### src/hdl/vdec_pkg.sv
`default_nettype none

package vdec_pkg;

    // trellis geometry, constraint length 9
    localparam int NUM_STATES = 256;
    localparam int NUM_BFLY   = 128;
    localparam int BFLY_W     = 7;

    // datapath widths
    localparam int SYM_W    = 6;
    localparam int METRIC_W = 8;
    localparam int BRANCH_W = 7;
    localparam int STAGE_W  = 6;

    // symbol fetch and path table
    localparam int ADR_W           = 10;
    localparam int PT_ADR_W        = 9;
    localparam int PT_DAT_W        = 32;
    localparam int WORDS_PER_STAGE = 8;

    // cycles from the last issue until done, ACS plus path packing
    localparam int DRAIN_CYC = 3;

    // rate 1/3 generators
    localparam logic [8:0] G0 = 9'o557;
    localparam logic [8:0] G1 = 9'o663;
    localparam logic [8:0] G2 = 9'o711;

    // one stage worth of soft symbols, c0 in the top field
    typedef struct packed {
        logic signed [SYM_W-1:0] c0;
        logic signed [SYM_W-1:0] c1;
        logic signed [SYM_W-1:0] c2;
    } sym_triple_t;

    typedef enum logic [2:0] {
        IDLE,
        WAIT_SYM,
        RUN,
        DRAIN,
        FINISH
    } fwd_state_e;

endpackage

`default_nettype wire

### src/hdl/vdec_ifs.sv
`timescale 1ns/100ps
`default_nettype none


// survivor decisions for states 2i and 2i+1
interface dec_if;
    import vdec_pkg::*;

    logic              valid;
    logic [BFLY_W-1:0] index;
    logic              dec_c;
    logic              dec_d;

    modport src (output valid, index, dec_c, dec_d);
    modport dst (input  valid, index, dec_c, dec_d);
endinterface

`default_nettype wire

### src/hdl/path_pack.sv
`timescale 1ns/100ps
`default_nettype none

module path_pack (
    input  logic                          clk,
    input  logic                          rst,
    input  logic                          start,
    dec_if.dst                            dec,
    output logic                          pt_wr,
    output logic [vdec_pkg::PT_ADR_W-1:0] pt_addr,
    output logic [vdec_pkg::PT_DAT_W-1:0] pt_din
);
    import vdec_pkg::*;

    logic [PT_DAT_W-3:0] cache;
    logic                word_end;

    // last butterfly of each group of 16
    assign word_end = &dec.index[BFLY_W-$clog2(WORDS_PER_STAGE)-1:0];

    always_ff @(posedge clk or posedge rst) begin
        if (rst) begin
            pt_wr   <= 1'b0;
            pt_addr <= '0;
        end else begin
            pt_wr <= dec.valid & word_end;
            if (start) begin
                pt_addr <= '0;
            end else if (pt_wr) begin
                pt_addr <= pt_addr + 1'b1;
            end
        end
    end

    // first pair ends up in the top two bits
    always_ff @(posedge clk) begin
        if (dec.valid) begin
            if (word_end) begin
                pt_din <= {cache, dec.dec_c, dec.dec_d};
            end else begin
                cache <= {cache[PT_DAT_W-5:0], dec.dec_c, dec.dec_d};
            end
        end
    end

endmodule

`default_nettype wire

### src/flat_wrapper.sv
// flat-port wrapper written by rule: the top's interface ports become plain ports
module path_pack_flat import vdec_pkg::*;
  (clk, rst, start, pt_wr, pt_addr, pt_din, dec_valid, dec_index, dec_dec_c, dec_dec_d);
  dec_if dec_i ();
  input  logic clk;
  input  logic rst;
  input  logic start;
  output logic pt_wr;
  output logic [vdec_pkg::PT_ADR_W-1:0] pt_addr;
  output logic [vdec_pkg::PT_DAT_W-1:0] pt_din;
  input wire logic [$bits(dec_i.valid)-1:0] dec_valid;
  input wire logic [$bits(dec_i.index)-1:0] dec_index;
  input wire logic [$bits(dec_i.dec_c)-1:0] dec_dec_c;
  input wire logic [$bits(dec_i.dec_d)-1:0] dec_dec_d;
  assign dec_i.valid = dec_valid;
  assign dec_i.index = dec_index;
  assign dec_i.dec_c = dec_dec_c;
  assign dec_i.dec_d = dec_dec_d;
  path_pack u_core (.clk(clk), .rst(rst), .start(start), .dec(dec_i), .pt_wr(pt_wr), .pt_addr(pt_addr), .pt_din(pt_din));
endmodule
### config.mk
export PLATFORM = sky130hd
export DESIGN_NAME = path_pack_flat
export DESIGN_NICKNAME = d
export VERILOG_FILES = /design/src/hdl/vdec_pkg.sv /design/src/hdl/vdec_ifs.sv /design/src/hdl/path_pack.sv /design/src/flat_wrapper.sv
export SDC_FILE = /design/constraint.sdc
export NUM_CORES = 1
export LEC_CHECK = 0
export BUFFER_PORTS_ARGS = -buffer_cell sky130_fd_sc_hd__buf_2
export CAP_MARGIN = 20
export CELL_PAD_IN_SITES_DETAIL_PLACEMENT = 1
export CELL_PAD_IN_SITES_GLOBAL_PLACEMENT = 1
export CORE_MARGIN = 2
export CORE_UTILIZATION = 46
export CTS_BUF_LIST = sky130_fd_sc_hd__clkbuf_8
export DETAILED_ROUTE_END_ITERATION = 6
export PLACE_DENSITY = 0.88
export SLEW_MARGIN = 15
export SYNTH_ARGS = -nofsm -noshare
export SYNTH_HDL_FRONTEND = slang
export SYNTH_SLANG_ARGS = --single-unit
### constraint.sdc
create_clock -name clk -period 1.61 [get_ports clk]
set_clock_uncertainty 0.1 [all_clocks]
set_input_delay 0.0805 -clock clk [delete_from_list [all_inputs] [get_ports clk]]
set_output_delay 0.0805 -clock clk [all_outputs]
set_load 0.01 [all_outputs]
Word-level counts from Yosys, hierarchy flattened
Index checks and enable logic that the tools add are counted.
Word-level totals
  input bits: 13
  bits in registers: 72
Operators by class
  $add $sub $neg: 1
  reductions and logical operators: 4
  bitwise operators: 2
  mux-type cells: 2
Operator list (number)
  $mux 9: 2
  $add 9x1->9 const B: 1
  $reduce_and 5->1: 1
  $reduce_and 4->1: 1
  $reduce_and 2->1: 1
  $reduce_bool 2->1: 1
  $and 1x1->1: 1
  $not 1->1: 1

Longest topological paths before layout
  word-level depth: 3
  gate-level depth with buffers: 4
  gate-level depth less buffers: 4

Worst setup path after synthesis
OpenSTA, ideal clock, no wires.
  path kind: input to register
  from: in dec_index[2]
  to: reg u_core.pt_din[0] (netlist name) (enable)
  required time: 1088 ps
  setup slack: -483 ps
  setup time: 422 ps
  arrival: 1571 ps
  cell stages on the path: 2
  path through: nand4_1 -> nor2_1
On the way
  longest elaborated chain between the ends: 1
Ends and longest elaborated chain
  start, declared: RTL line flat_wrapper.sv:12  | input wire logic [$bits(dec_i.index)-1:0] dec_index;
  $reduce_and 5->1 (no line)
  end signal, assigned: RTL line path_pack.sv:39  | pt_din <= {cache, dec.dec_c, dec.dec_d};
  end, declared: RTL line path_pack.sv:11  | output logic [vdec_pkg::PT_DAT_W-1:0] pt_din
No other way between the ends.
A chain may end at the register's enable or synchronous reset.

Final worst setup path
  from: in start
  to: reg u_core.pt_addr[7] (netlist name)
On the way
  longest elaborated chain between the ends: 1
  elaborated cells between the ends (all ways): 2
  those cells by class: mux (1); reduce/logical (1)
Ends and longest elaborated chain
  start, declared: RTL line flat_wrapper.sv:7  | input logic start;
  $mux 9 or $reduce_bool 2->1 (tied branches)
  end signal, assigned: RTL line path_pack.sv:30  | pt_addr <= pt_addr + 1'b1;
  end, declared: RTL line path_pack.sv:10  | output logic [vdec_pkg::PT_ADR_W-1:0] pt_addr,
Parallel ways exist; a longest one is shown, timed or not.

==> results.md <==
- Status: finished, final reports clean
- Antenna violations before repair: 0
- CTS tree: done
- Post-Synthesis Cells: 111
- Footprint of the multi-input gates: 228 sq um
- Min-Delay Path Class: in -> async
- Tmin final: 1.56 ns
- Crit end category: flip-flop
- VDD IR max: 0.656 mV
- Power Dens Cells: 1280 mW/mm^2
- Worst-skew pair later-pin latency: 0.33 ns
- Leak: 1.15 nW
- Relative slew slack: 73.0%
- Post-Synthesis Net Count: 125
- Core Rows: 26
- Max-slew violations: 0
- Worst slack, placed: 0.0614 ns
- Initial DRC Count: 85
- DR WL/cell: 17.5 um
- Nets: 193
- Synthesis Warnings: 0
- Longest Clk Path Bufs: 2
- Max cap viols: 0
- Post-DP HPWL: 3070 um
- Final Core Density: 59.9%
- ANT cells: 0
- Final period util: 97.1%
- First-pass GRT wire length: 6610 um
- Share of cells above drive strength 1: 40.2%
- Worst path arrival time: 1.71 ns
- CTS Buf Count: 9
- Register area share after synthesis: 89.6%
- Gr usage total: 17.0%
- Count of state elements after synthesis: 72
- FF-to-FF setup slack: 0.06 ns
- Core Region: 0.00501 sq mm
- Yosys cell types: 22
- Fin. Hold Viols: 0
- Max H-tree Level: 3
- Port bufs: 51
- FILL cells: 499
- Pin count of the biggest net entering global routing: 23
- Seq. cell area: 0.00211 sq mm
- Max Clock Freq: 640 MHz
- Area grow syn2layout: 27.4%
- Total Wirelength: 4460 um
- Total clock sinks: 72
- RSZ-0062 raised after global routing: true
- Post-route ant nets: 0
- R2r endpoint: u_core.pt_addr[7]
- Reg2reg path depth: 3
- Worst slew pin tran: 0.404 ns
- Hold slack: 0.173 ns
- # IOs: 55
- DRC violations left: 0
- Overflow after GRT: 0
- Starting density of the core: 47.0%
- Final setup fails: 0
- Worst path required time: 1.76 ns
- Synthesized area: 0.00236 sq mm
- Most common cell after layout, fill and taps aside: edfxtp_1
- DIE AREA: 0.00571 sq mm
- Vias in the first global route: 1,307
- CP max FO: 11
- Die Wd: 75.6 um
- Final setup margin: 0.0471 ns
- CTS root buffer: clkbuf_8
- Kind of critical path: in -> reg
- Die height: 75.6 um
- Layout Cells excl Fill: 254
- DP Cell Count: 234
- GPL Wtd Cong: 0.700
- CTS clk-pin slew, worst paths: 0.07 ns
- Setup Total Neg Slack: 0 ns
- R2R Path Start: u_core.pt_wr
- Vias per cell: 4.94
- Startpoint types: input pin
- Commonest cells after routing, fill and taps aside: 62 x edfxtp_1, 51 x buf_2, 9 x clkbuf_8
- Mean Syn Cell Area: 21.2 sq um
- Drt first pass iters: 4
- Via count: 1,256
- Post CTS Setup Buffer Count: 0
## power by group
group / switching, W / total (W) / internal, W
Combinational: 0.0000488 / 0.0000762 / 0.0000274
Sequential: 0.0000312 / 0.00213 / 0.00210
Clock: 0.000625 / 0.00164 / 0.00102
## cells in the mapped netlist
cell type  instances  area (sq um)
nor2_1             6          22.5
o31ai_1            2          15.0
dfrtp_1           10           250
buf_2              1          5.00
nand4_1            3          18.8
inv_1              3          11.3
mux2i_1            1          10.0
nand3_2            1          10.0
o21ai_0            2          10.0
and2_1             1          6.26
edfxtp_1          62          1860
or3_1              2          12.5
xor2_1             2          17.5
or4_1              2          15.0
nand2_1            2          7.51
xnor2_1            2          17.5
o21ai_1            1          5.00
ha_1               1          12.5
buf_4              1          7.51
a21oi_1            4          20.0
o2111ai_2          1          15.0
nand3_1            1          5.00
## per-stage QoR
stage / power [W] / area [sq um]
5_1_grt: 0.00396 / 3000
3_5_place_dp: 0.00224 / 2720
2_1_floorplan: 0.00219 / 2360
3_3_place_gp: 0.00223 / 2720
4_1_cts: 0.00388 / 3000
6_report: 0.00385 / 3000
## layer usage
metal  up-vias  track usage (%)  wire length [um]  part of all wire (%)
met5         -                0                 0                     0
met4         0             10.1               108                   2.4
met3        13             6.35               305                   6.8
met2        51             27.4              2250                    51
met1       630             19.5              1790                    40
li1        562                -                 -                     -
## cells by family after synthesis
family	Yosys count	share of synthesized area, %
adders and majority gates	1	0.531
muxes	1	0.425
DFF	72	89.6
xor gates and xnor gates	4	1.49
AOI/OAI and AO/OA	10	2.76
and+or+nand+nor	18	4.14
buffers and inverters	5	1.01
## what timing repair did
action                     4_1_cts  5_1_grt
hold buffers                     4        0
setup endpoints to repair        0        2
hold endpoints to repair        23        0
resized for setup                0        2
## final cells by class
cell class	instances	share of cell area [%]
flip-flops and latches	72	70.4
repair buffers	59	10.8
multi-input cells	34	7.59
clock buffers	9	4.13
clock inverters	7	3.71
well taps	70	2.92
inverters	3	0.375
## sequential cells by signal, summed over array words and instances (netlist names)
signal	count
u_core.pt_wr	1
u_core.pt_din	32
u_core.cache	30
u_core.pt_addr	9
## worst max-delay path by stage
stage          slack, ns                end              start  cells after the start
3_5_place_dp        0.06  u_core.pt_addr[8]  u_core.pt_addr[0]                      4
3_3_place_gp        0.17  u_core.pt_addr[6]  u_core.pt_addr[0]                      4
6_report            0.05  u_core.pt_addr[7]              start                      5
2_1_floorplan       0.04   u_core.pt_din[0]       dec_index[2]                      2
4_1_cts             0.04  u_core.pt_addr[8]  u_core.pt_addr[0]                      4
5_1_grt            -0.01  u_core.pt_addr[8]  u_core.pt_addr[0]                      4
## worst max-delay path, stage by stage
cell	delay, ns
dlygate4sd3_1	0.54
buf_2	0.23
o21ai_1	0.17
or4_1	0.50
a21oi_1	0.19
No activity file was read; power rests on OpenSTA's default activity.
