### config.mk
export PLATFORM = sky130hd
export DESIGN_NAME = sym_fetch
export DESIGN_NICKNAME = d
export VERILOG_FILES = /design/src/hdl/vdec_pkg.sv /design/src/hdl/sym_fetch.sv
export SDC_FILE = /design/constraint.sdc
export NUM_CORES = 1
export LEC_CHECK = 0
export ABC_CLOCK_PERIOD_IN_PS = 2420
export BUFFER_PORTS_ARGS = -buffer_cell sky130_fd_sc_hd__buf_2
export CORE_MARGIN = 10
export CORE_UTILIZATION = 45
export CTS_CLUSTER_DIAMETER = 120
export DETAILED_ROUTE_END_ITERATION = 10
export PLACE_DENSITY = 0.72
export SKIP_CTS_REPAIR_TIMING = 1
export SLEW_MARGIN = 25
export SYNTH_ARGS = -nofsm -noshare
export SYNTH_HDL_FRONTEND = slang
export SYNTH_SLANG_ARGS = --single-unit
### constraint.sdc
create_clock -name clk -period 2.42 [get_ports clk]
set_input_delay 0.121 -clock clk [delete_from_list [all_inputs] [get_ports clk]]
set_output_delay 0.121 -clock clk [all_outputs]
set_load 0.05 [all_outputs]
### src/hdl/vdec_pkg.sv
`default_nettype none

package vdec_pkg;

    // trellis geometry, constraint length 9
    localparam int NUM_STATES = 256;
    localparam int NUM_BFLY   = 128;
    localparam int BFLY_W     = 7;

    // datapath widths
    localparam int SYM_W    = 6;
    localparam int METRIC_W = 8;
    localparam int BRANCH_W = 7;
    localparam int STAGE_W  = 6;

    // symbol fetch and path table
    localparam int ADR_W           = 10;
    localparam int PT_ADR_W        = 9;
    localparam int PT_DAT_W        = 32;
    localparam int WORDS_PER_STAGE = 8;

    // cycles from the last issue until done, ACS plus path packing
    localparam int DRAIN_CYC = 3;

    // rate 1/3 generators
    localparam logic [8:0] G0 = 9'o557;
    localparam logic [8:0] G1 = 9'o663;
    localparam logic [8:0] G2 = 9'o711;

    // one stage worth of soft symbols, c0 in the top field
    typedef struct packed {
        logic signed [SYM_W-1:0] c0;
        logic signed [SYM_W-1:0] c1;
        logic signed [SYM_W-1:0] c2;
    } sym_triple_t;

    typedef enum logic [2:0] {
        IDLE,
        WAIT_SYM,
        RUN,
        DRAIN,
        FINISH
    } fwd_state_e;

endpackage

`default_nettype wire

### src/hdl/sym_fetch.sv
`timescale 1ns/100ps
`default_nettype none

module sym_fetch (
    input  logic                         clk,
    input  logic                         rst,
    input  logic                         start,
    input  logic [vdec_pkg::ADR_W-1:0]   base_adr,
    input  logic [vdec_pkg::STAGE_W-1:0] num_stages,
    input  logic                         sym_ack,
    input  vdec_pkg::sym_triple_t        sym_dat,
    input  logic                         stage_go,
    output logic                         sym_cyc,
    output logic                         sym_stb,
    output logic [vdec_pkg::ADR_W-1:0]   sym_adr,
    output logic                         sym_ready,
    output vdec_pkg::sym_triple_t        cur_sym
);
    import vdec_pkg::*;

    logic [STAGE_W-1:0] fetch_left;
    logic               next_valid;
    logic               ack_in;
    sym_triple_t        next_buf;
    sym_triple_t        cur_buf;

    assign ack_in    = sym_cyc & sym_ack;
    assign sym_ready = next_valid;

    // bypass so butterfly 0 already sees the new stage
    assign cur_sym = stage_go ? next_buf : cur_buf;

    // ------------------
    // wishbone read
    // ------------------
    always_ff @(posedge clk or posedge rst) begin
        if (rst) begin
            sym_cyc    <= 1'b0;
            sym_stb    <= 1'b0;
            sym_adr    <= '0;
            fetch_left <= '0;
            next_valid <= 1'b0;
        end else if (start) begin
            // stage 0 request goes out right away
            sym_cyc    <= 1'b1;
            sym_stb    <= 1'b1;
            sym_adr    <= base_adr;
            fetch_left <= num_stages - 1'b1;
            next_valid <= 1'b0;
        end else if (ack_in) begin
            sym_cyc    <= 1'b0;
            sym_stb    <= 1'b0;
            sym_adr    <= sym_adr + 1'b1;
            next_valid <= 1'b1;
        end else if (stage_go) begin
            next_valid <= 1'b0;
            // prefetch the following stage
            if (fetch_left != '0) begin
                sym_cyc    <= 1'b1;
                sym_stb    <= 1'b1;
                fetch_left <= fetch_left - 1'b1;
            end
        end
    end

    // two-entry buffer
    always_ff @(posedge clk) begin
        if (ack_in) begin
            next_buf <= sym_dat;
        end
        if (stage_go) begin
            cur_buf <= next_buf;
        end
    end

endmodule

`default_nettype wire

Word level (Yosys, flattened, before mapping) --
Index checks and enable logic that the tools add are counted.
Cells by class: add/subtract/negate cells 3, equal/unequal tests 1, muxes and demuxes 14, bitwise operators 1, reductions and logical operators 8
Operator list (number):
- $mux W6 | 4
- $mux W10 | 2
- $mux W18 | 1
- $sub A6 B1 Y6 const B | 2
- $add A10 B1 Y10 const B | 1
- $mux W1 | 7
- $reduce_bool A2 Y1 | 3
- $reduce_bool A3 Y1 | 2
- $reduce_bool A6 Y1 | 1
- $reduce_and A3 Y1 | 1
- $ne A2 B2 Y1 const B | 1
- $reduce_and A2 Y1 | 1
- $and A1 B1 Y1 | 1
Word-level totals: flip-flop bits (word level) 54, input port bits 39, output and inout port bits 31, logic and storage cells 37

Longest topological paths before layout --
word-level depth 5, gate-level depth with buffers 7, depth with buffers taken out 5

Least setup slack after synthesis --
No wires, ideal clock.
path type register -> register, start point register sym_stb (netlist name), end point register next_buf[0] in the netlist's numbering, enable pin, library setup time 0.373 ns, arrival 1.383 ns, required time 2.047 ns, path slack 0.664 ns, cell stages (with the launch flop) 3, buffers on the path 0, period minus slack after synthesis 1.756 ns, cells stage by stage dfrtp_1 nand2_1 inv_1
RTL lines:
- end signal, assigned | RTL line sym_fetch.sv:69 | next_buf <= sym_dat;
- end, declared | RTL line sym_fetch.sv:24 | sym_triple_t next_buf;

Worst setup path in the final report --
start point register fetch_left[2], end point register fetch_left[3]
On the way: word-level cells in the longest chain between the ends 5, elaborated cells between the ends (all ways) 8, classes of those cells add/sub: 1; mux: 4; reduce/logical: 3
Ends and longest elaborated chain:
- start, declared | RTL line sym_fetch.sv:21 | logic [STAGE_W-1:0] fetch_left;
- start signal, assigned | RTL line sym_fetch.sv:48 | fetch_left <= num_stages - 1'b1;
- start signal, assigned | RTL line sym_fetch.sv:61 | fetch_left <= fetch_left - 1'b1;
- $sub A6 B1 Y6 | RTL line sym_fetch.sv:61
- $mux W6 | RTL line sym_fetch.sv:58 | if (fetch_left != '0) begin
- $mux W6 | RTL line sym_fetch.sv:55 | end else if (stage_go) begin
- $mux W6 | RTL line sym_fetch.sv:50 | end else if (ack_in) begin
- $mux W6 | RTL line sym_fetch.sv:43 | end else if (start) begin
Several ways; a longest one is shown, not always the timed one. The select of a mux whose other input is x is not followed. A chain may end at the register's enable or synchronous reset.

==> flow_metrics.py <==
metrics = {
    "timing": {
        "worst_slack_ns": 0.578,
        "rsz0062_at_grt": "false",
        "fin_skew_ns": 0.00181,
        "drv_slew": 0,
        "setup_viol": 0,
        "relSlewSlack": 0.536,
        "finalCritPeriodShare": 0.761,
        "fin_tns_setup_ns": 0,
        "report.final.hold_viol_count": 0,
        "worstMarginPinSlew_ns": 0.695,
        "fin_crit_ns": 1.84,
        "clock.fmax_mhz": 543,
    },
    "place": {
        "dp_hpwl_um": 3240,
        "portBuffers": 69,
        "place.gp.congestion": 0.815,
        "dp_slack_ns": 0.595,
    },
    "pwr": {
        "power.share.switching": 0.327,
        "pwr-share-seq": 0.526,
        "switching_power_uw": 685,
        "p_leak_nw": 1.23,
        "powerDensity_nw_per_um2": 743,
        "clkPwrFrac": 0.235,
        "intPower_mw": 1.41,
        "peakVddDrop_v": 0.000459,
        "power_frac_comb": 0.238,
    },
    "route": {
        "drt_iter0_drc": 89,
        "viasPerCell": 4.99,
        "drt_first_pass_iters": 4,
        "vias": 1556,
        "drc_errors": 0,
        "post_drt_wl_per_cell_um": 15.0,
        "antenna_left": 0,
        "wl_um": 4680,
    },
    "critical_path": {
        "rr_worst_depth": 4,
        "rr_startpoint": "fetch_left[2]$_DFFE_PP0P_",
        "cp-startpoint": "fetch_left[2]$_DFFE_PP0P_",
        "crit_path_max_fanout": 7,
        "arrival_ns": 2.01,
        "worst_setup_path_end_kind": "flop",
        "crit_required_ns": 2.59,
        "cp-start-kind": "flop",
        "crit-reg2reg-capture": "fetch_left[3]$_DFFE_PP0P_",
        "regToRegSetupSlack_ns": 0.58,
        "worstSetupPathType": "reg -> reg",
        "crit_end": "fetch_left[3]$_DFFE_PP0P_",
    },
    "die": {
        "rows": 25,
        "die_y_um": 89.3,
        "core_area_um2": 4690,
        "ioPinCount": 70,
        "die-area_um2": 7980,
        "initial_utilization": 0.461,
        "die_w_um": 89.3,
    },
    "yosys": {
        "yosysSeqAreaShare": 0.625,
        "ys_ff_latch": 54,
        "synth_top_area_share": 0.250,
        "synthTopCellsByCount": "18 x dfrtp_1, 18 x dfxtp_1, 18 x edfxtp_1, 18 x mux2_2, 14 x nand2_1",
        "syn_avg_cell_area_um2": 12.8,
        "postSynthCellCount": 169,
        "yosys_warnings": 0,
        "ys.flop_type": "edfxtp_1",
        "synth_area_leaders": "edfxtp_1 25%, dfrtp_1 21%, dfxtp_1 17%",
        "netlist-cell-type-count": 35,
        "synth_edf_count": 18,
        "ys_async_sr_fraction": 0.333,
        "synthesis.nets": 210,
        "synth_area_um2": 2160,
        "synth_largest_area_cell": "edfxtp_1",
    },
    "hold_path": {
        "min_from": "base_adr[9]",
        "hold_path_class": "in -> reg",
    },
    "clock_network": {
        "cts_buffer_depth": 2,
        "htree_levels": 2,
        "cts-root-buf": "clkbuf_8",
        "clkSinkCount": 54,
        "clk_latency_ns": 0.30,
        "cts_tree": "yes",
        "cts_made_buffers": 5,
        "path_clk_slew_ns": 0.09,
    },
    "global_routing": {
        "grt_pass1_vias": 1623,
        "grt.overflow.total": 0,
        "grt_max_degree": 38,
        "grt_use_total": 0.114,
        "grt_pass1_wl_um": 7090,
        "antenna_found_initial": 0,
    },
    "cells_and_area": {
        "area_growth_pct": 30.6,
        "n_antenna_cell": 0,
        "final_layout_size_suffix_gt1_frac": 0.372,
        "final_nets": 298,
    },
    "flow_run": {
        "drv_cap": 0,
    },
    "outcome": {
        "run_status": "completed",
    },
}
-- logic make-up (layout without fill, tap and decap cells) --
| family | after synthesis | count (layout) | share of synthesized area |
|---|---|---|---|
| and+or+nand+nor | 44 | 44 | 0.105 |
| xor gates and xnor gates | 12 | 12 | 0.0486 |
| AOI/OAI and AO/OA | 22 | 22 | 0.0671 |
| muxes | 24 | 24 | 0.122 |
| buffers and inverters | 11 | 100 | 0.0208 |
| DFF | 54 | 54 | 0.625 |
| adders and majority gates | 2 | 2 | 0.0116 |
-- registers in the layout, summed over array words and instances, names as in the netlist --
name,cells
cur_buf,18
next_buf,18
sym_adr,10
fetch_left,6
sym_ready,1
sym_stb,1
-- layout make-up --
class | instances | area [um^2]
clock buffer | 5 | 68.8
clock inverter | 3 | 18.8
fill | 400 | 1870
inverter | 4 | 15.0
multi-input combinational | 104 | 766
sequential | 54 | 1350
tap | 54 | 67.6
timing repair buffer | 88 | 536
-- power by group through the flow --
stage | clock network (mW) | registers, mW | logic [mW]
final | 0.494 | 1.10 | 0.500
after floorplan | 0 | 1.18 | 0.294
after global placement | 0 | 1.12 | 0.476
after CTS | 0.512 | 1.10 | 0.481
after detailed placement | 0 | 1.12 | 0.479
after global routing | 0.552 | 1.12 | 0.543
-- how the worst min path moves through the flow --
stage          slack [ns]  cells after the start                        end
2_1_floorplan        0.06                      1  fetch_left[0]$_DFFE_PP0P_
3_3_place_gp         0.27                      2     sym_adr[9]$_DFFE_PP0P_
3_5_place_dp         0.27                      2     sym_adr[9]$_DFFE_PP0P_
4_1_cts             -0.07                      2     sym_adr[7]$_DFFE_PP0P_
5_1_grt              0.01                      3     sym_adr[7]$_DFFE_PP0P_
6_report             0.02                      3     sym_adr[9]$_DFFE_PP0P_
-- through the flow --
stage                      util  hold WS [ns]  instances  total power, mW  cell area (um^2)
after floorplan               -        0.0596        169             1.47              2160
after global placement    0.542         0.271        285             1.59              2540
after detailed placement  0.542         0.266        285             1.60              2540
after CTS                 0.561       -0.0686        293             2.10              2630
after global routing      0.602        0.0139        312             2.21              2820
final                     0.602        0.0187        312             2.10              2820
-- cells in the final DEF (no fill, tap or decap), types with 5 or more instances in the layout --
| cell type | n |
|---|---|
| buf_2 | 69 |
| dlygate4sd3_1 | 19 |
| mux2_2 | 18 |
| dfxtp_1 | 18 |
| dfrtp_1 | 18 |
| edfxtp_1 | 18 |
| nand2_1 | 14 |
| o21ai_0 | 12 |
| xor2_1 | 8 |
| mux2i_1 | 6 |
| nand3_1 | 6 |
| nor2_1 | 5 |
| clkbuf_8 | 5 |
-- per-layer routing --
metal | up-vias | global-route usage | wire length (um)
met1 | 717 | 0.125 | 1850
met3 | 7 | 0.0593 | 577
met4 | 0 | 0.0390 | 49
met5 | - | 0 | 0
li1 | 775 | - | -
met2 | 57 | 0.187 | 2210
-- worst max-delay path, cell delays in order, from the launching register on --
cell,delay [ns]
dfrtp_1,0.43
or4_1,0.55
o311a_4,0.36
a221oi_1,0.30
a21oi_1,0.06
(Power assumes the default switching activity.)
