$ cat config.mk
export PLATFORM = sky130hd
export DESIGN_NAME = acs_unit_flat
export DESIGN_NICKNAME = d
export VERILOG_FILES = /design/src/hdl/vdec_pkg.sv /design/src/hdl/vdec_ifs.sv /design/src/hdl/acs_unit.sv /design/src/flat_wrapper.sv
export SDC_FILE = /design/constraint.sdc
export NUM_CORES = 2
export LEC_CHECK = 0
export ABC_AREA = 0
export BUFFER_PORTS_ARGS = -buffer_cell sky130_fd_sc_hd__buf_4
export CORE_UTILIZATION = 33
export DETAILED_ROUTE_END_ITERATION = 16
export HOLD_SLACK_MARGIN = 0.1
export PLACE_DENSITY_LB_ADDON = 0.05
export SLEW_MARGIN = 20
export SYNTH_ARGS = -nofsm -noshare
export SYNTH_HDL_FRONTEND = slang
export SYNTH_SLANG_ARGS = --single-unit
$ cat constraint.sdc
create_clock -name clk -period 11.6 [get_ports clk]
set_input_delay 0.58 -clock clk [delete_from_list [all_inputs] [get_ports clk]]
set_output_delay 0.58 -clock clk [all_outputs]
set_load 0.05 [all_outputs]
$ cat src/hdl/vdec_pkg.sv
`default_nettype none

package vdec_pkg;

    // trellis geometry, constraint length 9
    localparam int NUM_STATES = 256;
    localparam int NUM_BFLY   = 128;
    localparam int BFLY_W     = 7;

    // datapath widths
    localparam int SYM_W    = 6;
    localparam int METRIC_W = 8;
    localparam int BRANCH_W = 7;
    localparam int STAGE_W  = 6;

    // symbol fetch and path table
    localparam int ADR_W           = 10;
    localparam int PT_ADR_W        = 9;
    localparam int PT_DAT_W        = 32;
    localparam int WORDS_PER_STAGE = 8;

    // cycles from the last issue until done, ACS plus path packing
    localparam int DRAIN_CYC = 3;

    // rate 1/3 generators
    localparam logic [8:0] G0 = 9'o557;
    localparam logic [8:0] G1 = 9'o663;
    localparam logic [8:0] G2 = 9'o711;

    // one stage worth of soft symbols, c0 in the top field
    typedef struct packed {
        logic signed [SYM_W-1:0] c0;
        logic signed [SYM_W-1:0] c1;
        logic signed [SYM_W-1:0] c2;
    } sym_triple_t;

    typedef enum logic [2:0] {
        IDLE,
        WAIT_SYM,
        RUN,
        DRAIN,
        FINISH
    } fwd_state_e;

endpackage

`default_nettype wire

$ cat src/hdl/vdec_ifs.sv
`timescale 1ns/100ps
`default_nettype none

// one butterfly per cycle, no back-pressure
interface bfly_if;
    import vdec_pkg::*;

    logic              valid;
    logic [BFLY_W-1:0] index;
    logic              first_stage;
    logic              last;

    modport issue (output valid, index, first_stage, last);
    modport sink  (input  valid, index, first_stage, last);
endinterface

// survivor decisions for states 2i and 2i+1
interface dec_if;
    import vdec_pkg::*;

    logic              valid;
    logic [BFLY_W-1:0] index;
    logic              dec_c;
    logic              dec_d;

    modport src (output valid, index, dec_c, dec_d);
    modport dst (input  valid, index, dec_c, dec_d);
endinterface

`default_nettype wire

$ cat src/hdl/acs_unit.sv
`timescale 1ns/100ps
`default_nettype none

module acs_unit (
    input  logic                          clk,
    input  logic                          rst,
    bfly_if.sink                          bfly,
    input  logic [vdec_pkg::BRANCH_W-1:0] bm_ac,
    input  logic [vdec_pkg::BRANCH_W-1:0] bm_bc,
    dec_if.src                            dec
);
    import vdec_pkg::*;

    // ping-pong state metrics
    logic [METRIC_W-1:0] bank [2][NUM_STATES];
    logic                rd_sel;

    // read stage
    logic                v1;
    logic                first1;
    logic                last1;
    logic                wsel1;
    logic [BFLY_W-1:0]   idx1;
    logic [METRIC_W-1:0] met_a;
    logic [METRIC_W-1:0] met_b;

    // write stage
    logic                v2;
    logic                wsel2;
    logic [BFLY_W-1:0]   idx2;
    logic [METRIC_W-1:0] new_c;
    logic [METRIC_W-1:0] new_d;
    logic                dec_c2;
    logic                dec_d2;

    logic [METRIC_W:0]   sum_ac;
    logic [METRIC_W:0]   sum_bc;
    logic [METRIC_W:0]   sum_ad;
    logic [METRIC_W:0]   sum_bd;
    logic                sel_c;
    logic                sel_d;
    logic [METRIC_W:0]   norm_base;
    logic [METRIC_W:0]   norm_c;
    logic [METRIC_W:0]   norm_d;
    logic [METRIC_W-1:0] sat_c;
    logic [METRIC_W-1:0] sat_d;
    logic [METRIC_W-1:0] min_cd;
    logic [METRIC_W-1:0] stage_min;
    logic [METRIC_W-1:0] run_min;
    logic [METRIC_W-1:0] prev_min;

    // --------------------
    // add compare select
    // --------------------
    assign sum_ac = {1'b0, met_a} + (METRIC_W + 1)'(bm_ac);
    assign sum_bc = {1'b0, met_b} + (METRIC_W + 1)'(bm_bc);
    assign sum_ad = {1'b0, met_a} + (METRIC_W + 1)'(bm_bc);
    assign sum_bd = {1'b0, met_b} + (METRIC_W + 1)'(bm_ac);

    // ties keep the path from A
    assign sel_c = (sum_bc < sum_ac);
    assign sel_d = (sum_bd < sum_ad);

    // stage 0 starts from an unnormalized trellis
    assign norm_base = first1 ? '0 : {1'b0, prev_min};
    assign norm_c    = (sel_c ? sum_bc : sum_ac) - norm_base;
    assign norm_d    = (sel_d ? sum_bd : sum_ad) - norm_base;
    assign sat_c     = norm_c[METRIC_W] ? '1 : norm_c[METRIC_W-1:0];
    assign sat_d     = norm_d[METRIC_W] ? '1 : norm_d[METRIC_W-1:0];

    assign min_cd    = (sat_d < sat_c) ? sat_d : sat_c;
    assign stage_min = ((idx1 == '0) || (min_cd < run_min)) ? min_cd : run_min;

    assign dec.valid = v2;
    assign dec.index = idx2;
    assign dec.dec_c = dec_c2;
    assign dec.dec_d = dec_d2;

    always_ff @(posedge clk or posedge rst) begin
        if (rst) begin
            v1       <= 1'b0;
            v2       <= 1'b0;
            rd_sel   <= 1'b0;
            run_min  <= '0;
            prev_min <= '0;
        end else begin
            v1 <= bfly.valid;
            v2 <= v1;
            // swap banks once the stage's last read is issued
            if (bfly.valid && bfly.last) begin
                rd_sel <= ~rd_sel;
            end
            if (v1) begin
                run_min <= stage_min;
                if (last1) begin
                    prev_min <= stage_min;
                end
            end
        end
    end

    always_ff @(posedge clk) begin
        if (bfly.valid) begin
            idx1   <= bfly.index;
            first1 <= bfly.first_stage;
            last1  <= bfly.last;
            wsel1  <= ~rd_sel;
            if (bfly.first_stage) begin
                // only state 0 is reachable at the start
                met_a <= (bfly.index == '0) ? '0 : '1;
                met_b <= '1;
            end else begin
                met_a <= bank[rd_sel][{1'b0, bfly.index}];
                met_b <= bank[rd_sel][{1'b1, bfly.index}];
            end
        end
        if (v1) begin
            idx2   <= idx1;
            wsel2  <= wsel1;
            new_c  <= sat_c;
            new_d  <= sat_d;
            dec_c2 <= sel_c;
            dec_d2 <= sel_d;
        end
        if (v2) begin
            bank[wsel2][{idx2, 1'b0}] <= new_c;
            bank[wsel2][{idx2, 1'b1}] <= new_d;
        end
    end

endmodule

`default_nettype wire

$ cat src/flat_wrapper.sv
// flat-port wrapper written by rule: the top's interface ports become plain ports
module acs_unit_flat import vdec_pkg::*;
  (clk, rst, bm_ac, bm_bc, bfly_valid, bfly_index, bfly_first_stage, bfly_last, dec_valid, dec_index, dec_dec_c, dec_dec_d);
  bfly_if bfly_i ();
  dec_if dec_i ();
  input  logic clk;
  input  logic rst;
  input  logic [vdec_pkg::BRANCH_W-1:0] bm_ac;
  input  logic [vdec_pkg::BRANCH_W-1:0] bm_bc;
  input wire logic [$bits(bfly_i.valid)-1:0] bfly_valid;
  input wire logic [$bits(bfly_i.index)-1:0] bfly_index;
  input wire logic [$bits(bfly_i.first_stage)-1:0] bfly_first_stage;
  input wire logic [$bits(bfly_i.last)-1:0] bfly_last;
  output wire logic [$bits(dec_i.valid)-1:0] dec_valid;
  output wire logic [$bits(dec_i.index)-1:0] dec_index;
  output wire logic [$bits(dec_i.dec_c)-1:0] dec_dec_c;
  output wire logic [$bits(dec_i.dec_d)-1:0] dec_dec_d;
  assign bfly_i.valid = bfly_valid;
  assign bfly_i.index = bfly_index;
  assign bfly_i.first_stage = bfly_first_stage;
  assign bfly_i.last = bfly_last;
  assign dec_valid = dec_i.valid;
  assign dec_index = dec_i.index;
  assign dec_dec_c = dec_i.dec_c;
  assign dec_dec_d = dec_i.dec_d;
  acs_unit u_core (.clk(clk), .rst(rst), .bfly(bfly_i), .bm_ac(bm_ac), .bm_bc(bm_bc), .dec(dec_i));
endmodule
Yosys cells after proc, flatten, opt, wreduce, memory -nomap -nowiden --
Memories as Yosys holds them, arrays and structs flattened. Index checks and enable logic that the tools add are counted.
Storage, ports and cells: output and inout port bits 10, input port bits 26, word-level logic and storage cells 4164, memories kept 1, register bits after elaboration 71, bits in writable memories 4096
Memories:
- u_core.bank | depth 2, bits a word 2048, read ports 1, clocked after memory_dff 0, wr ports 1, line acs_unit.sv:15 | logic [METRIC_W-1:0] bank [2][NUM_STATES];
Operators by class: add/subtract/negate cells 6, reduce and logical (&&, ||, !) cells 7, magnitude comparators 10, muxes and demuxes 2070, bitwise logic cells 2053
Operators with widths (number):
- two-way mux 2048 bit | 2
- two-way mux 1 bit | 2049
- OR 1 bit | 2048
- binary-select mux 8 bit (select 8 bit) | 2
- demux 8 bit (select 8 bit) | 2
- two-way mux 8 bit | 13
- adder 8 x 7 -> 9 bit | 4
- greater-or-equal comparator 9 bit (second input constant) | 4
- NOT 8 -> 9 bit | 3
- less-than comparator 9 x 1 -> 1 bit (second input constant) | 2
- less-than comparator 9 bit | 2
- two-way mux 9 bit | 2
- subtractor 9 bit | 2
- less-than comparator 8 bit | 2
- zero test 7 bit | 2
- NOT 7 -> 9 bit | 1
- logical AND 1 bit | 3
- AND reduction 2 bit | 1
- logical OR 1 bit | 1
- NOT 1 bit | 1

Logic depth before layout (Yosys ltp) --
depth in word-level cells 10, depth in mapped cells 40

Worst setup path before layout --
Ideal clock, no wire load.
kind input-to-reg, start point input port bm_ac[1] (netlist bit), end point register u_core.run_min[0], stages 40, setup time 0.128 ns, data arrival time 8.354 ns, path slack 3.118 ns, buffers on the path 1, cells stage by stage ha_1 -> a21o_1 -> a21oi_1 -> o21bai_1 -> a21oi_1 -> o21bai_1 -> a21oi_1 -> xor2_1 -> ha_1 -> nand4_1 -> nor3_1 -> a211oi_2 -> mux2i_1 -> ha_1 -> inv_1 -> fa_1 -> a211oi_1 -> o21bai_1 -> [4 not listed] -> ha_1 -> a21o_1 -> a21o_1 -> a211oi_1 -> o21ai_1 -> o22ai_1 -> inv_1 -> ha_1 -> a21o_1 -> a21o_1 -> a21oi_1 -> nor2b_1 -> a221oi_1 -> a311o_1 -> a2bb2oi_1 -> nand2b_1 -> buf_2 -> mux2_1
On the way: cells in the longest elaborated chain, start to end 10, elaborated cells on any way between the ends 15, those cells by class add/sub: 4; order compare: 4; mux: 6; reduce/logical: 1
Ends and longest elaborated chain:
- start, declared | line flat_wrapper.sv:8 | input logic [vdec_pkg::BRANCH_W-1:0] bm_ac;
- adder 8 x 7 -> 9 bit (on tied branches) | line acs_unit.sv:58, acs_unit.sv:55
- less-than comparator 9 bit (on tied branches) | line acs_unit.sv:62, acs_unit.sv:61
- two-way mux 9 bit (on tied branches) | line acs_unit.sv:67, acs_unit.sv:66
- subtractor 9 bit (on tied branches) | line acs_unit.sv:67, acs_unit.sv:66
- two-way mux 8 bit (on tied branches) | line acs_unit.sv:69, acs_unit.sv:68
- less-than comparator 8 bit | line acs_unit.sv:71 | assign min_cd = (sat_d < sat_c) ? sat_d : sat_c;
- two-way mux 8 bit * | line acs_unit.sv:71
- less-than comparator 8 bit | line acs_unit.sv:72 | assign stage_min = ((idx1 == '0) || (min_cd < run_min)) ? min_cd : run_min;
- logical OR 1 bit | line acs_unit.sv:72
- two-way mux 8 bit * | line acs_unit.sv:72
- end signal, assigned | line acs_unit.sv:94 | run_min <= stage_min;
- end, declared | line acs_unit.sv:49 | logic [METRIC_W-1:0] run_min;
Every way passes the cells marked *; elsewhere a longest branch is shown, timed or not. A chain may end at the register's enable or synchronous reset.

Worst setup path in the final report --
start point register u_core.met_b[1], end point register u_core.run_min[0]
On the way: cells in the longest elaborated chain, start to end 10, elaborated cells on any way between the ends 15, those cells by class add/sub: 4; order compare: 4; mux: 6; reduce/logical: 1
Ends and longest elaborated chain:
- start, declared | line acs_unit.sv:25 | logic [METRIC_W-1:0] met_b;
- start signal, assigned | line acs_unit.sv:114 | met_b <= bank[rd_sel][{1'b1, bfly.index}];
- adder 8 x 7 -> 9 bit * | line acs_unit.sv:58 | assign sum_bd = {1'b0, met_b} + (METRIC_W + 1)'(bm_ac);
- less-than comparator 9 bit | line acs_unit.sv:62 | assign sel_d = (sum_bd < sum_ad);
- two-way mux 9 bit * | line acs_unit.sv:67 | assign norm_d = (sel_d ? sum_bd : sum_ad) - norm_base;
- subtractor 9 bit * | line acs_unit.sv:67
- two-way mux 8 bit * | line acs_unit.sv:69 | assign sat_d = norm_d[METRIC_W] ? '1 : norm_d[METRIC_W-1:0];
- via u_core.sat_d[5] | line acs_unit.sv:46 | logic [METRIC_W-1:0] sat_d;
- less-than comparator 8 bit | line acs_unit.sv:71
- two-way mux 8 bit * | line acs_unit.sv:71
- less-than comparator 8 bit | line acs_unit.sv:72
- logical OR 1 bit | line acs_unit.sv:72
- two-way mux 8 bit * | line acs_unit.sv:72
The timed path passes the listed nets; every way through them passes the cells marked *.

==> key figures <==
Synthesis
  – Post-synthesis async set-or-reset flop share: 0.456%
  – Commonest cells post-synth: 4,148 x edfxtp_1, 1,026 x mux2_2, 1,025 x mux4_2
  – Commonest register cell after synthesis: edfxtp_1
  – Yosys top cell area share: 70.7%
  – Seq cells post-synth: 4,167
  – Number of flops mapped to enable cells by yosys: 4,148
  – Count of yosys warnings during synthesis: 0
  – Post-synth top area cell: edfxtp_1
  – Mapped Avg Cell Area: 19.8 µm²
  – Most common cell in the synthesized netlist: edfxtp_1
  – Proportion of synthesized chip area in sequential cells: 71.0%
  – Number of unique standard cell types used by synthesis: 69
  – Synthesized area: 176,000 µm²
  – Cell types occupying the most area after synthesis: edfxtp_1 71%, mux4_2 13%, mux2_2 6.6%
  – Gate Count Post-Synth: 8,879
  – Net count after synthesis: 8,985

Clocking
  – Inserted Clock Buffers: 478
  – Maximum count of clock buffers along a single path: 4
  – Root Buffer: clkbuf_16
  – Clock latency on the worst-skew pair: 1.06 ns
  – Clock Pin Slew Worst Setup and Hold Paths: 0.06 ns
  – TritonCTS clock tree: done
  – Post-CTS repair timing setup buffer count: 0
  – Number of sinks on the clock net: 4,167
  – Number of levels in the clock H-tree: 5

Die
  – Initial Util: 33.2%
  – Die H: 733 µm
  – Standard cell core area: 530,000 µm²
  – Row cnt: 267
  – Die area: 537,000 µm²
  – Boundary pin count: 36
  – Horiz. Die Dim: 733 µm

Cells and area
  – Final net count: 9,341
  – Fraction of layout cells with a size suffix above 1: 35.3%
  – Fillers: 48,000
  – Synth-to-Final Area Change: 14.7%
  – End-of-flow core utilization: 38.1%

Worst setup path
  – Largest driver fanout on the critical path: 15
  – Path type of the worst setup path: reg -> reg
  – Data required, critical path: 12.48 ns
  – Arr. time, crit path: 11.16 ns
  – Worst reg2reg path endpoint: u_core.run_min[0]$_DFFE_PP0P_
  – Critical R2R Launch: u_core.met_b[1]$_SDFFCE_PP1P_
  – Critical Path Start Type: flop
  – CP most frequent cell: a21oi_1
  – Setup slack on the worst flop-to-flop path: 1.32 ns
  – FF-to-FF path depth: 37
  – Nature of the critical path endpoint: flop
  – Crit path launch: u_core.met_b[1]$_SDFFCE_PP1P_
  – Crit-path slowest cell: a2bb2oi_1
  – CP Capture Point: u_core.run_min[0]$_DFFE_PP0P_
  – Maximum single-stage delay on the critical path: 0.69 ns

Global routing
  – Overall global routing resource usage: 20.9%
  – GR Overflow Total: 0
  – Largest net degree at the start of global routing: 159
  – Initial antenna violation count: 68
  – Wire length of the first global-routing pass: 790 mm
  – Number of global-route vias before repair: 94,900

Placement
  – I/O Buffers: 35
  – Setup Slack @ Placement: 1.20 ns
  – Placer congestion estimate: 0.779
  – Detailed placement HPWL: 346 mm

Routing
  – Remaining routing DRC violations: 0
  – Avg WL per Cell: 34.4 µm
  – First DRT Iteration DRCs: 8,942
  – Remaining antenna violation count after routing: 0
  – Detailed-router iteration count before antenna repair: 5
  – Detailed-route vias per instance: 5.46
  – Total via count in the routed design: 91,000
  – Wirelength, routed: 573 mm

Power and ir drop
  – Power per cell area: 229 nW/µm²
  – Sequential share of power: 40.7%
  – Part of the total power dissipated in the clock network: 31.4%
  – Leakage power total: 62.8 nW
  – Power share of the combinational group: 27.9%
  – Maximum VDD drop: 0.252 mV
  – Total chip power: 46.3 mW
  – Cell-internal power: 31.8 mW
  – Net Sw Frac: 31.3%
  – Net load switching power: 14.5 mW

STA
  – Post-layout min period: 10.28 ns
  – Least-Margin Pin Slew: 1.16 ns
  – Final Skew: 0.0929 ns
  – Smallest hold slack: 0.238 ns
  – Period utilization: 88.6%
  – Maximum clock frequency: 97.3 MHz
  – Final setup violation count: 0
  – Setup repair after global routing missed its margin: false
  – Total negative slack: 0 ns
  – Count of endpoints failing hold in the final timing report: 0
  – Number of pins with negative max-slew slack in the final report: 0
  – Post-layout worst setup margin: 1.32 ns
  – Remaining max-slew budget at the tightest pin: 21.9%

Job
  – Number of max-cap violations: 0

Hold path
  – Class of the tightest hold or removal check: in -> reg

Run status
  – Outcome: complete, no violations
## final cells by class
type / count / area, µm² / area share [%]
diodes: 18 / 45.0 / 0.0223
clock buffers: 605 / 12600 / 6.23
clock inverters: 281 / 2320 / 1.15
inverters: 56 / 240 / 0.119
multi-input cells: 3983 / 48500 / 24.0
flip-flops and latches: 4167 / 125000 / 61.9
well taps: 6994 / 8750 / 4.33
repair buffers: 549 / 4540 / 2.25
## layout by cell type (no fill, tap or decap), types with 40 or more instances in the layout
cell / count
a211oi_1: 40
a21oi_1: 117
buf_4: 509
clkbuf_1: 120
clkbuf_16: 485
clkinv_1: 136
clkinv_2: 86
edfxtp_1: 4148
ha_1: 74
inv_1: 50
mux2_2: 1026
mux2i_1: 346
mux4_2: 1025
nand2_1: 211
nand2b_1: 41
nand3_1: 43
nor2_1: 255
nor3_2: 96
o21ai_0: 127
o221ai_1: 120
o22ai_1: 95
## metrics by stage
stage	std cells	instance area, µm²
global placement	15700	187000
floorplan	8879	176000
detailed placement	15700	187000
finish	16700	202000
CTS	16600	202000
global route	16600	202000
## what timing repair did
action                                  CTS  global route
hold buffers                              4             0
endpoints found under the setup margin    0             0
hold endpoints to repair                 49             0
resized for setup                         0             0
## flip-flops by register name, indices dropped and copies added (netlist names)
| register | count |
|---|---|
| u_core.bank | 4096 |
| u_core.dec.dec_c | 1 |
| u_core.dec.dec_d | 1 |
| u_core.dec.index | 7 |
| u_core.dec.valid | 1 |
| u_core.first1 | 1 |
| u_core.idx1 | 7 |
| u_core.last1 | 1 |
| u_core.met_a | 8 |
| u_core.met_b | 8 |
| u_core.new_c | 8 |
| u_core.new_d | 8 |
| u_core.prev_min | 8 |
| u_core.rd_sel | 1 |
| u_core.run_min | 8 |
| u_core.v1 | 1 |
| u_core.wsel1 | 1 |
| u_core.wsel2 | 1 |
## logic make-up (layout without fill, tap and decap cells)
| kind of cell | count (synthesis) | count (layout) | synth area share, % |
|---|---|---|---|
| DFF | 4167 | 4167 | 71.0 |
| other | 0 | 18 | 0 |
| AOI/OAI and AO/OA | 685 | 685 | 2.66 |
| adders and majority gates | 80 | 80 | 0.594 |
| xor gates and xnor gates | 36 | 36 | 0.183 |
| muxes | 2400 | 2400 | 21.7 |
| and+or+nand+nor | 782 | 782 | 1.95 |
| buffers and inverters | 729 | 1491 | 1.95 |
## worst max-delay path, delay by kind of cell, from the launching register on
family / cells / cell delay, ns
AOI/OAI and AO/OA: 21 / 5.00
xor gates and xnor gates: 2 / 0.71
adders and majority gates: 5 / 1.69
buffers and inverters: 2 / 0.29
DFF: 1 / 0.49
muxes: 2 / 0.55
and+or+nand+nor: 5 / 1.41
## power by group through the flow
stage                     sequential [mW]  clock, mW  combinational, mW
after floorplan                      19.8          0               8.01
after global placement               19.2          0               13.0
after detailed placement             19.2          0               13.2
after CTS                            18.9       14.9               13.2
after global routing                 18.9       15.4               13.9
final                                18.9       14.5               12.9
## routing by layer
metal / track usage [%] / up-vias / wire length (µm)
met5: 0 / - / 0
met4: 4.11 / 0 / 11000
met3: 2.79 / 572 / 30800
met2: 34.8 / 2605 / 279000
met1: 29.6 / 50100 / 252000
li1: - / 37600 / -
## worst min-delay path by stage
stage | cells after the start | start | slack (ns) | to
finish | 3 | bfly_index[6] | 0.24 | u_core.met_b[5]$_SDFFCE_PP1P_
global route | 3 | bfly_index[6] | 0.15 | u_core.met_b[5]$_SDFFCE_PP1P_
CTS | 3 | bfly_index[6] | 0.10 | u_core.met_b[5]$_SDFFCE_PP1P_
detailed placement | 0 | u_core.wsel1$_DFFE_PP_ | 0.41 | u_core.wsel2$_DFFE_PP_
global placement | 0 | u_core.wsel1$_DFFE_PP_ | 0.40 | u_core.wsel2$_DFFE_PP_
floorplan | 0 | u_core.wsel1$_DFFE_PP_ | 0.40 | u_core.wsel2$_DFFE_PP_
No activity file was read; power rests on OpenSTA's default activity.
